--- config.mk ---
export PLATFORM = sky130hd
export DESIGN_NAME = board_status_top
export DESIGN_NICKNAME = d
export VERILOG_FILES = /design/src/source/board_status_pkg.sv /design/src/source/port_counters.sv /design/src/source/status_capture.sv /design/src/source/control_reg.sv /design/src/source/reg_access.sv /design/src/source/board_status_top.sv
export VERILOG_INCLUDE_DIRS = /design/src /design/src/source
export SDC_FILE = /design/constraint.sdc
export NUM_CORES = 1
export LEC_CHECK = 0
export ABC_AREA = 1
export BUFFER_PORTS_ARGS = -buffer_cell sky130_fd_sc_hd__buf_4
export CORE_ASPECT_RATIO = 0.6
export CORE_MARGIN = 2
export CORE_UTILIZATION = 45
export CTS_CLUSTER_DIAMETER = 40
export DETAILED_ROUTE_END_ITERATION = 8
export PLACE_DENSITY = 0.62
export SYNTH_ARGS = -nofsm -noshare
export SYNTH_HDL_FRONTEND = slang
export SYNTH_HIERARCHICAL = 1
export SYNTH_SLANG_ARGS = --single-unit
--- constraint.sdc ---
create_clock -name clk156 -period 1.3 [get_ports clk156]
set_clock_uncertainty 0.1 [all_clocks]
set_input_delay 0.325 -clock clk156 [delete_from_list [all_inputs] [get_ports clk156]]
set_output_delay 0.325 -clock clk156 [all_outputs]
set_load 0.05 [all_outputs]
--- src/source/board_test_defs.svh ---
// ------------------------------------------------
// Board self-test status hub
// Widths and counts shared by the RTL blocks
// ------------------------------------------------
`ifndef BOARD_TEST_DEFS_SVH
`define BOARD_TEST_DEFS_SVH

// XAUI ports and frame counters
`define BT_NUM_XAUI 4
`define BT_COUNT_W 16

// Aurora error count per channel
`define BT_AERR_W 8

// Link status, 4 XAUI then 2 Aurora
`define BT_LINK_W 6

// Register bus
`define BT_REG_W 32
`define BT_ADDR_W 4

// Stored control bits
`define BT_CTRL_W 9

// Version words, second one when Aurora is locked
`define BT_HW_VER_BASE 32'h0000_0100
`define BT_HW_VER_AURORA 32'h0000_0104

`endif

--- src/source/board_status_pkg.sv ---
// ------------------------------------------------
// Status hub types
// Register map, bus slave states, control bits
// ------------------------------------------------
`include "board_test_defs.svh"

package board_status_pkg;

  // Legal register addresses, status bank first
  typedef enum logic [`BT_ADDR_W-1:0] {
    XAUI_CNT0  = 4'd0,
    XAUI_CNT1  = 4'd1,
    XAUI_CNT2  = 4'd2,
    XAUI_CNT3  = 4'd3,
    XAUI_ERR01 = 4'd4,
    XAUI_ERR23 = 4'd5,
    AURORA_ERR = 4'd6,
    FLAGS      = 4'd7,
    HW_VER     = 4'd8,
    CTRL       = 4'd13
  } reg_addr_e;

  typedef enum logic {
    BUS_IDLE = 1'b0,
    BUS_RESP = 1'b1
  } bus_state_e;

  // Bit positions in the control word
  typedef enum logic [3:0] {
    PHY_RST     = 4'd0,
    XAUI_RST    = 4'd1,
    GEN_RST     = 4'd2,
    LED1        = 4'd3,
    LED2        = 4'd4,
    XAUI_OK_LSB = 4'd5
  } ctrl_bit_e;

endpackage

--- src/source/port_counters.sv ---
// ------------------------------------------------
// Frame counters for one XAUI port
// Counts tx frames, rx frames and rx errors
// ------------------------------------------------
`timescale 1ns/10ps
`include "board_test_defs.svh"

module port_counters (
  input  logic                   clk156,
  input  logic                   arst_n,
  input  logic                   cnt_clear,
  input  logic                   tx_frame,
  input  logic                   rx_frame,
  input  logic                   rx_err,
  output logic [`BT_COUNT_W-1:0] tx_count,
  output logic [`BT_COUNT_W-1:0] rx_count,
  output logic [`BT_COUNT_W-1:0] err_count
);

  // Index 0 tx, 1 rx, 2 error
  logic [2:0]                  pulse;
  logic [2:0][`BT_COUNT_W-1:0] count_q;

  assign pulse = {rx_err, rx_frame, tx_frame};

  // Wrapping counters, held at zero during clear
  always_ff @(posedge clk156 or negedge arst_n) begin
    if (!arst_n) begin
      count_q <= '0;
    end else begin
      for (int i = 0; i < 3; i++) begin
        if (cnt_clear) begin
          count_q[i] <= '0;
        end else if (pulse[i]) begin
          count_q[i] <= count_q[i] + 1'b1;
        end
      end
    end
  end

  assign tx_count  = count_q[0];
  assign rx_count  = count_q[1];
  assign err_count = count_q[2];

  // ------------------------------------------------
  // Checks
  // ------------------------------------------------
  a_clear_zero: assert property (
    @(posedge clk156) disable iff (!arst_n)
    cnt_clear |=> (tx_count == '0) && (rx_count == '0) && (err_count == '0)
  ) else $error("port counters not zero after clear");

endmodule

--- src/source/status_capture.sv ---
// ------------------------------------------------
// Status bank capture
// Packs counters and flags, two register stages
// ------------------------------------------------
`timescale 1ns/10ps
`include "board_test_defs.svh"

module status_capture (
  input  logic                                     clk156,
  input  logic                                     arst_n,
  input  logic [`BT_NUM_XAUI-1:0][`BT_COUNT_W-1:0] tx_count,
  input  logic [`BT_NUM_XAUI-1:0][`BT_COUNT_W-1:0] rx_count,
  input  logic [`BT_NUM_XAUI-1:0][`BT_COUNT_W-1:0] err_count,
  input  logic [1:0][`BT_AERR_W-1:0]               aurora_err_count,
  input  logic                                     aurora_locked,
  input  logic [`BT_LINK_W-1:0]                    link_status,
  // [0] pwr, [1] if, [2] flash
  input  logic [2:0]                               cpld_ok,
  // [0] clk25, [1] supr
  input  logic [1:0]                               clk_ok,
  input  logic [2:0]                               sram_cal_done,
  input  logic [2:0]                               sram_cmp_err,
  output logic [board_status_pkg::FLAGS:0][`BT_REG_W-1:0] status_word
);

  logic [board_status_pkg::FLAGS:0][`BT_REG_W-1:0] pack;
  logic [board_status_pkg::FLAGS:0][`BT_REG_W-1:0] stage_q;
  logic [`BT_REG_W-1:0]                            flags;

  // Flags word layout
  always_comb begin
    flags                   = '0;
    flags[`BT_LINK_W-1:0]   = link_status;
    flags[8:6]              = cpld_ok;
    flags[10:9]             = clk_ok;
    // cal_done and cmp_err interleaved per controller
    for (int c = 0; c < 3; c++) begin
      flags[11 + 2*c] = sram_cal_done[c];
      flags[12 + 2*c] = sram_cmp_err[c];
    end
    flags[17]               = aurora_locked;
  end

  always_comb begin
    pack = '0;
    // One word per port, tx above rx
    for (int p = 0; p < `BT_NUM_XAUI; p++) begin
      pack[p] = {tx_count[p], rx_count[p]};
    end
    pack[board_status_pkg::XAUI_ERR01] = {err_count[1], err_count[0]};
    pack[board_status_pkg::XAUI_ERR23] = {err_count[3], err_count[2]};
    pack[board_status_pkg::AURORA_ERR] = {8'h00, aurora_err_count[1],
                                          8'h00, aurora_err_count[0]};
    pack[board_status_pkg::FLAGS]      = flags;
  end

  // ------------------------------------------------
  // Two stage bank
  // ------------------------------------------------
  always_ff @(posedge clk156 or negedge arst_n) begin
    if (!arst_n) begin
      stage_q     <= '0;
      status_word <= '0;
    end else begin
      stage_q     <= pack;
      status_word <= stage_q;
    end
  end

endmodule

--- src/source/control_reg.sv ---
// ------------------------------------------------
// Control register
// Stores the control word, decodes board outputs
// ------------------------------------------------
`timescale 1ns/10ps
`include "board_test_defs.svh"

module control_reg (
  input  logic                    clk156,
  input  logic                    arst_n,
  input  logic                    ctrl_we,
  input  logic [`BT_CTRL_W-1:0]   ctrl_wdata,
  output logic [`BT_CTRL_W-1:0]   ctrl_word,
  output logic                    led1,
  output logic                    led2,
  output logic                    phy_rst_n,
  output logic                    xaui_reset,
  output logic                    xgmii_gen_reset,
  output logic [`BT_NUM_XAUI-1:0] xaui_ok
);

  always_ff @(posedge clk156 or negedge arst_n) begin
    if (!arst_n) begin
      ctrl_word <= '0;
    end else if (ctrl_we) begin
      ctrl_word <= ctrl_wdata;
    end
  end

  // Decoded outputs lag the stored word by one cycle
  always_ff @(posedge clk156 or negedge arst_n) begin
    if (!arst_n) begin
      phy_rst_n       <= 1'b1;
      xaui_reset      <= 1'b0;
      xgmii_gen_reset <= 1'b0;
      led1            <= 1'b0;
      led2            <= 1'b0;
      xaui_ok         <= '0;
    end else begin
      phy_rst_n       <= ~ctrl_word[board_status_pkg::PHY_RST];
      xaui_reset      <= ctrl_word[board_status_pkg::XAUI_RST];
      xgmii_gen_reset <= ctrl_word[board_status_pkg::GEN_RST];
      led1            <= ctrl_word[board_status_pkg::LED1];
      led2            <= ctrl_word[board_status_pkg::LED2];
      xaui_ok         <= ctrl_word[board_status_pkg::XAUI_OK_LSB +: `BT_NUM_XAUI];
    end
  end

endmodule

--- src/source/reg_access.sv ---
// ------------------------------------------------
// Register bus slave
// Valid/ready requests, one response outstanding
// ------------------------------------------------
`timescale 1ns/10ps
`include "board_test_defs.svh"

module reg_access (
  input  logic                  clk156,
  input  logic                  arst_n,
  // Request channel
  input  logic                  req_valid,
  output logic                  req_ready,
  input  logic                  req_write,
  input  logic [`BT_ADDR_W-1:0] req_addr,
  input  logic [`BT_REG_W-1:0]  req_wdata,
  // Response channel
  output logic                  rsp_valid,
  input  logic                  rsp_ready,
  output logic [`BT_REG_W-1:0]  rsp_rdata,
  output logic                  rsp_err,
  // Register sources
  input  logic [board_status_pkg::FLAGS:0][`BT_REG_W-1:0] status_word,
  input  logic                  aurora_locked,
  input  logic [`BT_CTRL_W-1:0] ctrl_word,
  output logic                  ctrl_we,
  output logic [`BT_CTRL_W-1:0] ctrl_wdata
);

  board_status_pkg::bus_state_e state_q;
  board_status_pkg::reg_addr_e  addr;
  logic                         accept;
  logic [`BT_REG_W-1:0]         rdata_d;
  logic                         err_d;

  assign req_ready = (state_q == board_status_pkg::BUS_IDLE);
  assign rsp_valid = (state_q == board_status_pkg::BUS_RESP);
  assign accept    = req_valid && req_ready;
  assign addr      = board_status_pkg::reg_addr_e'(req_addr);

  assign ctrl_we    = accept && req_write && (addr == board_status_pkg::CTRL);
  assign ctrl_wdata = req_wdata[`BT_CTRL_W-1:0];

  // ------------------------------------------------
  // Read mux and address check
  // ------------------------------------------------
  always_comb begin
    rdata_d = '0;
    err_d   = 1'b0;
    case (addr)
      board_status_pkg::XAUI_CNT0,
      board_status_pkg::XAUI_CNT1,
      board_status_pkg::XAUI_CNT2,
      board_status_pkg::XAUI_CNT3,
      board_status_pkg::XAUI_ERR01,
      board_status_pkg::XAUI_ERR23,
      board_status_pkg::AURORA_ERR,
      board_status_pkg::FLAGS: rdata_d = status_word[req_addr[2:0]];
      board_status_pkg::HW_VER:
        rdata_d = aurora_locked ? `BT_HW_VER_AURORA : `BT_HW_VER_BASE;
      board_status_pkg::CTRL:
        rdata_d = {{(`BT_REG_W-`BT_CTRL_W){1'b0}}, ctrl_word};
      default: err_d = 1'b1;
    endcase
    // Writes return no data
    if (req_write) begin
      rdata_d = '0;
    end
  end

  always_ff @(posedge clk156 or negedge arst_n) begin
    if (!arst_n) begin
      state_q   <= board_status_pkg::BUS_IDLE;
      rsp_rdata <= '0;
      rsp_err   <= 1'b0;
    end else begin
      case (state_q)
        board_status_pkg::BUS_IDLE: begin
          if (accept) begin
            rsp_rdata <= rdata_d;
            rsp_err   <= err_d;
            state_q   <= board_status_pkg::BUS_RESP;
          end
        end
        default: begin
          // Hold the response until it is taken
          if (rsp_ready) begin
            state_q <= board_status_pkg::BUS_IDLE;
          end
        end
      endcase
    end
  end

  // ------------------------------------------------
  // Checks
  // ------------------------------------------------
  a_rsp_hold: assert property (
    @(posedge clk156) disable iff (!arst_n)
    (rsp_valid && !rsp_ready) |=> rsp_valid && $stable(rsp_rdata) && $stable(rsp_err)
  ) else $error("response changed before rsp_ready");

endmodule

--- src/source/board_status_top.sv ---
// ------------------------------------------------
// Board status hub top level
// Counters, status bank, control and register bus
// ------------------------------------------------
`timescale 1ns/10ps
`include "board_test_defs.svh"

module board_status_top (
  input  logic                    clk156,
  input  logic                    arst_n,
  // Register bus
  input  logic                    req_valid,
  output logic                    req_ready,
  input  logic                    req_write,
  input  logic [`BT_ADDR_W-1:0]   req_addr,
  input  logic [`BT_REG_W-1:0]    req_wdata,
  output logic                    rsp_valid,
  input  logic                    rsp_ready,
  output logic [`BT_REG_W-1:0]    rsp_rdata,
  output logic                    rsp_err,
  // Frame events per XAUI port
  input  logic [`BT_NUM_XAUI-1:0] tx_frame,
  input  logic [`BT_NUM_XAUI-1:0] rx_frame,
  input  logic [`BT_NUM_XAUI-1:0] rx_err,
  // Aurora and board flags
  input  logic [1:0][`BT_AERR_W-1:0] aurora_err_count,
  input  logic                    aurora_locked,
  input  logic [`BT_LINK_W-1:0]   link_status,
  input  logic [2:0]              cpld_ok,
  input  logic [1:0]              clk_ok,
  input  logic [2:0]              sram_cal_done,
  input  logic [2:0]              sram_cmp_err,
  // Board outputs
  output logic                    led1,
  output logic                    led2,
  output logic                    phy_rst_n,
  output logic                    xaui_reset,
  output logic                    xgmii_gen_reset,
  output logic [`BT_NUM_XAUI-1:0] xaui_ok
);

  logic [`BT_NUM_XAUI-1:0][`BT_COUNT_W-1:0]        tx_count;
  logic [`BT_NUM_XAUI-1:0][`BT_COUNT_W-1:0]        rx_count;
  logic [`BT_NUM_XAUI-1:0][`BT_COUNT_W-1:0]        err_count;
  logic [board_status_pkg::FLAGS:0][`BT_REG_W-1:0] status_word;
  logic [`BT_CTRL_W-1:0]                           ctrl_word;
  logic [`BT_CTRL_W-1:0]                           ctrl_wdata;
  logic                                            ctrl_we;

  // Counter clear follows the decoded generator reset
  for (genvar g = 0; g < `BT_NUM_XAUI; g++) begin : g_port
    port_counters u_port_counters (
      .clk156    (clk156),
      .arst_n    (arst_n),
      .cnt_clear (xgmii_gen_reset),
      .tx_frame  (tx_frame[g]),
      .rx_frame  (rx_frame[g]),
      .rx_err    (rx_err[g]),
      .tx_count  (tx_count[g]),
      .rx_count  (rx_count[g]),
      .err_count (err_count[g])
    );
  end

  status_capture u_status_capture (
    .clk156           (clk156),
    .arst_n           (arst_n),
    .tx_count         (tx_count),
    .rx_count         (rx_count),
    .err_count        (err_count),
    .aurora_err_count (aurora_err_count),
    .aurora_locked    (aurora_locked),
    .link_status      (link_status),
    .cpld_ok          (cpld_ok),
    .clk_ok           (clk_ok),
    .sram_cal_done    (sram_cal_done),
    .sram_cmp_err     (sram_cmp_err),
    .status_word      (status_word)
  );

  control_reg u_control_reg (
    .clk156          (clk156),
    .arst_n          (arst_n),
    .ctrl_we         (ctrl_we),
    .ctrl_wdata      (ctrl_wdata),
    .ctrl_word       (ctrl_word),
    .led1            (led1),
    .led2            (led2),
    .phy_rst_n       (phy_rst_n),
    .xaui_reset      (xaui_reset),
    .xgmii_gen_reset (xgmii_gen_reset),
    .xaui_ok         (xaui_ok)
  );

  reg_access u_reg_access (
    .clk156        (clk156),
    .arst_n        (arst_n),
    .req_valid     (req_valid),
    .req_ready     (req_ready),
    .req_write     (req_write),
    .req_addr      (req_addr),
    .req_wdata     (req_wdata),
    .rsp_valid     (rsp_valid),
    .rsp_ready     (rsp_ready),
    .rsp_rdata     (rsp_rdata),
    .rsp_err       (rsp_err),
    .status_word   (status_word),
    .aurora_locked (aurora_locked),
    .ctrl_word     (ctrl_word),
    .ctrl_we       (ctrl_we),
    .ctrl_wdata    (ctrl_wdata)
  );

endmodule

==> metrics.cfg, run 1 <==
[drt]
wl_um = 72000
drc = 0
dr.pass1.iters = 5
via_count = 20100
drt_first_iter_violations = 2021
wl_per_cell_um = 17.7
ant_nets = 0
viasPerCell = 4.95

[setup_path]
cp-start-kind = flip-flop
cp_data_required_time_ns = 0.88
path_class = reg2out
worstPathArrival_ns = 1.38
crit_fanout = 2
crit_path_end_kind = primary output

[clocking]
cts_root_buf = clkbuf_16
ctsLongestPathBuffers = 3
htree_levels = 3
cts-buffers-inserted = 72
clock-sinks = 696
cts_tree = built
path_clk_slew_ns = 0.07
clk-insertion-delay-late_ns = 0.61

[cells_and_area]
drive_gt1_frac = 0.207
fin_cells = 4065
mostFrequentLayoutCells = 687 x dfrtp_1, 674 x nand2_1, 412 x nor2_1
nNetsFinal = 3324
final_common_cell = dfrtp_1
syn_to_final_growth_pct = 29.1

[place]
dp.cells = 3827
place.gp.congestion = 0.884
place_hpwl_um = 50300
io_buffers = 107

[global_routing]
antenna_found_initial = 6
grt_start_max_net_pins = 47
grt_usage = 0.237
overflow = 0
grt_pass1_vias = 19600
grt_first_pass_wirelength_um = 111000

[run_status]
status = complete, but fails checks
violations = negative setup slack

[sta]
period_share = 1.39
rsz0062_at_grt = true
finalCriticalPeriod_ns = 1.80
setup_violations = 279
drv_slew = 0
hold_violations = 0
holdWs_ns = 0.0529
setup-tns-final_ns = -76.73
setup_slack_ns = -0.504
timing.fmax_ghz = 0.554

[floorplan]
die_w_um = 318
row_count = 69
start_util = 0.453
ios = 131
die_h_um = 193
core-area_sq_mm = 0.0589
dieArea_sq_mm = 0.0612

[power]
vdd_drop_max_mv = 1.03
pwr_density_cell_mw_per_mm2 = 1690
leakage_nw = 17.6

[yosys]
synth_seq_cells = 696
synth_area_per_cell_sq_um = 9.61
synth_cell_types = 37
synth_fa_ha_area_frac = 0.00563
netlist_area_sq_mm = 0.0266
synth_xor_area_frac = 0
synth_compound_area_frac = 0.0426
synth-simple-area-share = 0.227
synth_mux_area_frac = 0
synthCells = 2772
yosys_warnings = 6
synth_top_family_by_area = simple AND/OR/NAND/NOR gates
yosysSeqAreaShare = 0.654

[min_path]
min_path_type = in2reg

[job]
maxCapViolCount = 0

==> sequential cells by signal (all words and copies together) (netlist names) <==
name / cells
g_port.u_port_counters/err_count: 64
g_port.u_port_counters/rx_count: 64
g_port.u_port_counters/tx_count: 64
u_control_reg/ctrl_word: 9
u_control_reg/led1: 1
u_control_reg/led2: 1
u_control_reg/phy_rst_n: 1
u_control_reg/xaui_ok: 4
u_control_reg/xaui_reset: 1
u_control_reg/xgmii_gen_reset: 1
u_reg_access/rsp_err: 1
u_reg_access/rsp_rdata: 32
u_reg_access/rsp_valid: 1
u_status_capture/stage_q: 226
u_status_capture/status_word: 226
==> metal layers <==
layer  global-route usage  vias up  part of all wire
met5                    0        -           0.00060
met3               0.0526      127             0.074
li1                     -     9451                 -
met4               0.0674        6             0.024
met2                0.355      709              0.44
met1                0.347     9814              0.46
==> cells in the mapped netlist <==
cell,n,area [sq um]
nor2_8,1,20.0
inv_1,328,1230
nand4_1,35,219
a211oi_1,4,30.0
buf_6,6,67.6
o22ai_1,3,18.8
clkbuf_1,10,37.5
inv_4,2,12.5
buf_2,30,150
dfstp_2,1,26.3
nand3_1,113,566
nand2_4,5,56.3
nor3_2,8,80.1
nor2_1,418,1570
dfrtp_1,695,17400
o21bai_1,4,30.0
nand2_1,701,2630
a31oi_1,4,25.0
inv_2,4,15.0
nor2_2,17,106
nor2_4,14,158
or2_0,1,6.26
nand3_2,1,10.0
nor3b_1,5,37.5
a21oi_1,112,561
ha_1,12,150
conb_1,1,3.75
nor3_4,4,65.1
nand3b_1,12,90.1
buf_1,1,3.75
o21ai_0,94,470
or2_1,11,68.8
nor3_1,28,140
nand2_2,15,93.8
buf_4,48,360
or2_2,23,144
clkinv_1,1,3.75
==> where the power goes <==
group | switching, mW | leakage [nW] | total (mW) | internal, mW
sequential | 2.09 | 9.17 | 26.8 | 24.7
clock | 8.95 | 1.25 | 21.9 | 13.0
combinational | 5.47 | 7.14 | 9.58 | 4.10
==> worst paths after layout <==
path | start | endpoint | slack (ns) | depth (start not counted)
max in group asynchronous | arst_n | g_port[1].u_port_counters/tx_count[1]$_DFFE_PN0P_ | 0.34 | 4
min in group asynchronous | arst_n | u_status_capture/status_word[195]$_DFF_PN0_ | 0.20 | 3
setup / recovery | u_reg_access/rsp_valid$_DFF_PN0_ | req_ready | -0.50 | 3
hold reg to reg | u_status_capture/stage_q[164]$_DFF_PN0_ | u_status_capture/status_word[164]$_DFF_PN0_ | 0.23 | 0
hold / removal | tx_frame[1] | g_port[1].u_port_counters/tx_count[2]$_DFFE_PN0P_ | 0.05 | 5
setup reg to reg | u_reg_access/rsp_valid$_DFF_PN0_ | u_reg_access/rsp_rdata[8]$_DFFE_PN0P_ | -0.47 | 12
==> kinds of logic (layout without fill, tap and decap cells) <==
family                   count (synthesis)  after routing
adder cells (fa/ha/maj)                 12             12
buffers and inverters                  430            912
AND/OR/NAND/NOR                       1412           1412
flip-flops                             696            696
AO/OA/AOI/OAI                          221            221
other                                    1             31
==> per-stage QoR <==
step	cell area, sq um	setup WS (ns)	total power [mW]	utilization
after detailed placement	30200	-0.444	35.5	0.512
final	34400	-0.504	58.3	0.584
after CTS	33800	-0.542	58.0	0.574
after global placement	30200	-0.436	35.2	0.512
after floorplan	26800	-0.381	30.4	-
after global routing	34400	-0.565	61.0	0.584
==> timing repair <==
action                                  4_1_cts  5_1_grt
pin swaps                                     5        5
endpoints found under the setup margin      268      279
hold buffers                                 58        0
hold endpoints to repair                    765        0
gates resized for setup                      71       85
buffers inserted                             18       18
gates cloned                                  5        8
==> final cells by class <==
| class | instances | area [sq um] |
|---|---|---|
| diodes | 1 | 2.50 |
| clock inverters | 42 | 541 |
| multi-input cells | 1675 | 7690 |
| clock buffers | 90 | 2040 |
| repair buffers | 445 | 4390 |
| well taps | 781 | 977 |
| inverters | 335 | 1320 |
| flip-flops and latches | 696 | 17400 |
| fillers | 4894 | 24500 |
==> worst max-delay path, cell delays in order, from the launching register on <==
cell and delay [ns]:
dfrtp_2 0.40, clkinvlp_4 0.10, buf_6 0.12, buf_8 0.14
Power figures use the tool's default switching activity.
==> run 2, diff against run 1 <==
- SETUP_SLACK_MARGIN: not set -> 0.3
==> run 2 against run 1 <==
- the flow finishes with violations (negative hold slack, negative setup slack)
- sequential power about the same
- critical path depth unchanged
- final area up 9.9%
- via count up 4.1%
- cell count up 1.5%
- non-clock buffer count up 59
- register-to-register slack better by 0.11 ns
- worst hold slack worse by 0.086 ns
- total power up 7.5%
- global-route usage up 2.0 points
- first-iteration DRC count down 2.9%
- flip-flop and latch count unchanged
- critical endpoint unchanged
- largest power group unchanged
==> metrics.cfg, run 2 (synthesis results as in run 1) <==
[drt]
dr.pass1.iters = 6  ; was 5
via_count = 20900  ; was 20100
viasPerCell = 5.08  ; was 4.95
wl_per_cell_um = 19.1  ; was 17.7 um
drc = 0  ; unchanged
wl_um = 78900  ; was 72000 um
drt_first_iter_violations = 1963  ; was 2021
ant_nets = 0  ; unchanged

[clocking]
cts_root_buf = clkbuf_16  ; unchanged
ctsLongestPathBuffers = 3  ; unchanged
clock-sinks = 696  ; unchanged
path_clk_slew_ns = 0.06  ; was 0.07 ns
cts_hold_buffers = 57  ; was 58
cts_tree = built  ; unchanged
htree_levels = 3  ; unchanged
cts-buffers-inserted = 74  ; was 72
clk-insertion-delay-late_ns = 0.62  ; was 0.61 ns

[setup_path]
crit_fanout = 2  ; unchanged
worstPathArrival_ns = 1.37  ; was 1.38 ns
path_class = reg2out  ; unchanged
r2r_start = u_control_reg/xgmii_gen_reset$_DFF_PN0_  ; was u_reg_access/rsp_valid$_DFF_PN0_
cp_data_required_time_ns = 0.88  ; about the same
crit_path_end_kind = primary output  ; unchanged
cp-start-kind = flip-flop  ; unchanged
crit_start = u_reg_access/rsp_valid$_DFF_PN0_  ; unchanged

[cells_and_area]
mostFrequentLayoutCells = 663 x dfrtp_1, 507 x nand2_1, 315 x inv_1  ; was 687 x dfrtp_1, 674 x nand2_1, 412 x nor2_1
postLayoutCellArea_sq_mm = 0.0378  ; was 0.0344 sq mm
syn_to_final_growth_pct = 41.8  ; was 29.1%
final_common_cell = dfrtp_1  ; unchanged
fin_util = 0.642  ; was 0.584
largestRegisters = u_status_capture/stage_q x226, u_status_capture/status_word x226  ; unchanged
drive_gt1_frac = 0.349  ; was 0.207
nNetsFinal = 3386  ; was 3324
antennaDiodeCount = 0  ; was 1

[sta]
hold_violations = 2  ; was 0
timing.fmax_ghz = 0.559  ; was 0.554 GHz
drv_slew = 0  ; unchanged
holdWs_ns = -0.0326  ; was 0.0529 ns
period_share = 1.38  ; was 1.39
rsz0062_at_grt = true  ; unchanged
finalCriticalPeriod_ns = 1.79  ; was 1.80 ns
setup_violations = 279  ; unchanged
setup_slack_ns = -0.490  ; was -0.504 ns
setup-tns-final_ns = -72.57  ; was -76.73 ns

[floorplan]
start_util = 0.453  ; unchanged
ios = 131  ; unchanged
die_w_um = 318  ; unchanged
core-area_sq_mm = 0.0589  ; unchanged
row_count = 69  ; unchanged
die_h_um = 193  ; unchanged
dieArea_sq_mm = 0.0612  ; unchanged

[run_status]
status = complete, but fails checks  ; unchanged
violations = negative hold slack, negative setup slack  ; was negative setup slack

[power]
switching_share = 0.295  ; was 0.283
p_comb_frac = 0.210  ; was 0.164
leakage_nw = 18.6  ; was 17.6 nW
switching_power_mw = 18.5  ; was 16.5 mW
pwr_density_cell_mw_per_mm2 = 1660  ; was 1690 mW/mm^2
vdd_drop_max_mv = 1.00  ; was 1.03 mV
p_int_mw = 44.2  ; was 41.8 mW
clkPwrFrac = 0.359  ; was 0.376
pwr-share-seq = 0.431  ; was 0.459

[min_path]
min_path_type = in2reg  ; unchanged
worstHoldStart = tx_frame[1]  ; unchanged

[place]
place_area_sq_mm = 0.0305  ; was 0.0302 sq mm
place_hpwl_um = 50700  ; was 50300 um
place.gp.congestion = 0.940  ; was 0.884
io_buffers = 107  ; unchanged

[global_routing]
overflow = 0  ; unchanged
grt_usage = 0.257  ; was 0.237
grt_first_pass_wirelength_um = 120000  ; was 111000 um
antenna_found_initial = 3  ; was 6
grt_start_max_net_pins = 46  ; was 47
grt_pass1_vias = 20900  ; was 19600

[job]
maxCapViolCount = 0  ; unchanged

==> run 2: area by class of cell <==
class | count | area (sq um)
Fill cell | 4373 | 21100
Sequential cell | 696 | 17500
Multi-Input combinational cell | 1675 | 9900
Timing Repair Buffer | 504 | 5460
Clock buffer | 101 | 2180
Inverter | 335 | 1360
Tap cell | 781 | 977
Clock inverter | 33 | 455
Timing Repair inverter | 1 | 6.26
==> run 2: per-stage QoR <==
step | hold slack, ns | std cells | power, mW | setup slack [ns]
3_3_place_gp | 0.232 | 3810 | 35.5 | -0.515
2_1_floorplan | -0.0706 | 2801 | 31.1 | -0.381
5_1_grt | -0.0484 | 4126 | 65.3 | -0.536
6_report | -0.0326 | 4126 | 62.6 | -0.490
3_5_place_dp | 0.235 | 3810 | 35.9 | -0.449
4_1_cts | -0.0940 | 4096 | 61.4 | -0.504
==> run 2: power groups by stage <==
| stage | registers [mW] | logic [mW] | clock network, mW |
|---|---|---|---|
| 2_1_floorplan | 26.9 | 4.16 | 0 |
| 3_3_place_gp | 27.1 | 8.35 | 0 |
| 3_5_place_dp | 27.2 | 8.65 | 0 |
| 4_1_cts | 26.8 | 11.7 | 22.9 |
| 5_1_grt | 27.3 | 14.1 | 23.9 |
| 6_report | 27.0 | 13.1 | 22.5 |
==> run 2: routing by layer <==
layer,GRT usage,vias up,wire length [um]
met3,0.0664,150,6160
met1,0.359,10400,33900
li1,-,9558,-
met4,0.0778,2,2290
met2,0.397,793,36500
met5,0,-,12
==> run 2: repair_timing <==
| action | CTS | global route |
|---|---|---|
| pin swaps | 104 | 175 |
| endpoints found under the hold margin | 752 | 3 |
| cloned | 25 | 1 |
| buffers inserted | 70 | 29 |
| resized for setup | 335 | 378 |
| endpoints found under the setup margin | 279 | 323 |
==> run 2: worst paths after layout <==
kind,endpoint,slack [ns],depth (start not counted)
min reg2reg,u_status_capture/status_word[239]$_DFF_PN0_,0.23,0
min in group asynchronous,g_port[3].u_port_counters/err_count[15]$_DFFE_PN0P_,0.30,3
max reg2reg,g_port[1].u_port_counters/tx_count[2]$_DFFE_PN0P_,-0.36,8
max in group asynchronous,u_status_capture/status_word[146]$_DFF_PN0_,0.35,4
min,g_port[1].u_port_counters/tx_count[0]$_DFFE_PN0P_,-0.03,4
max,req_ready,-0.49,3
==> run 2: worst max-delay path, stage by stage (launching register included) <==
cell and delay [ns]:
dfrtp_2 0.39, clkinvlp_4 0.11, buf_6 0.13, buf_8 0.14
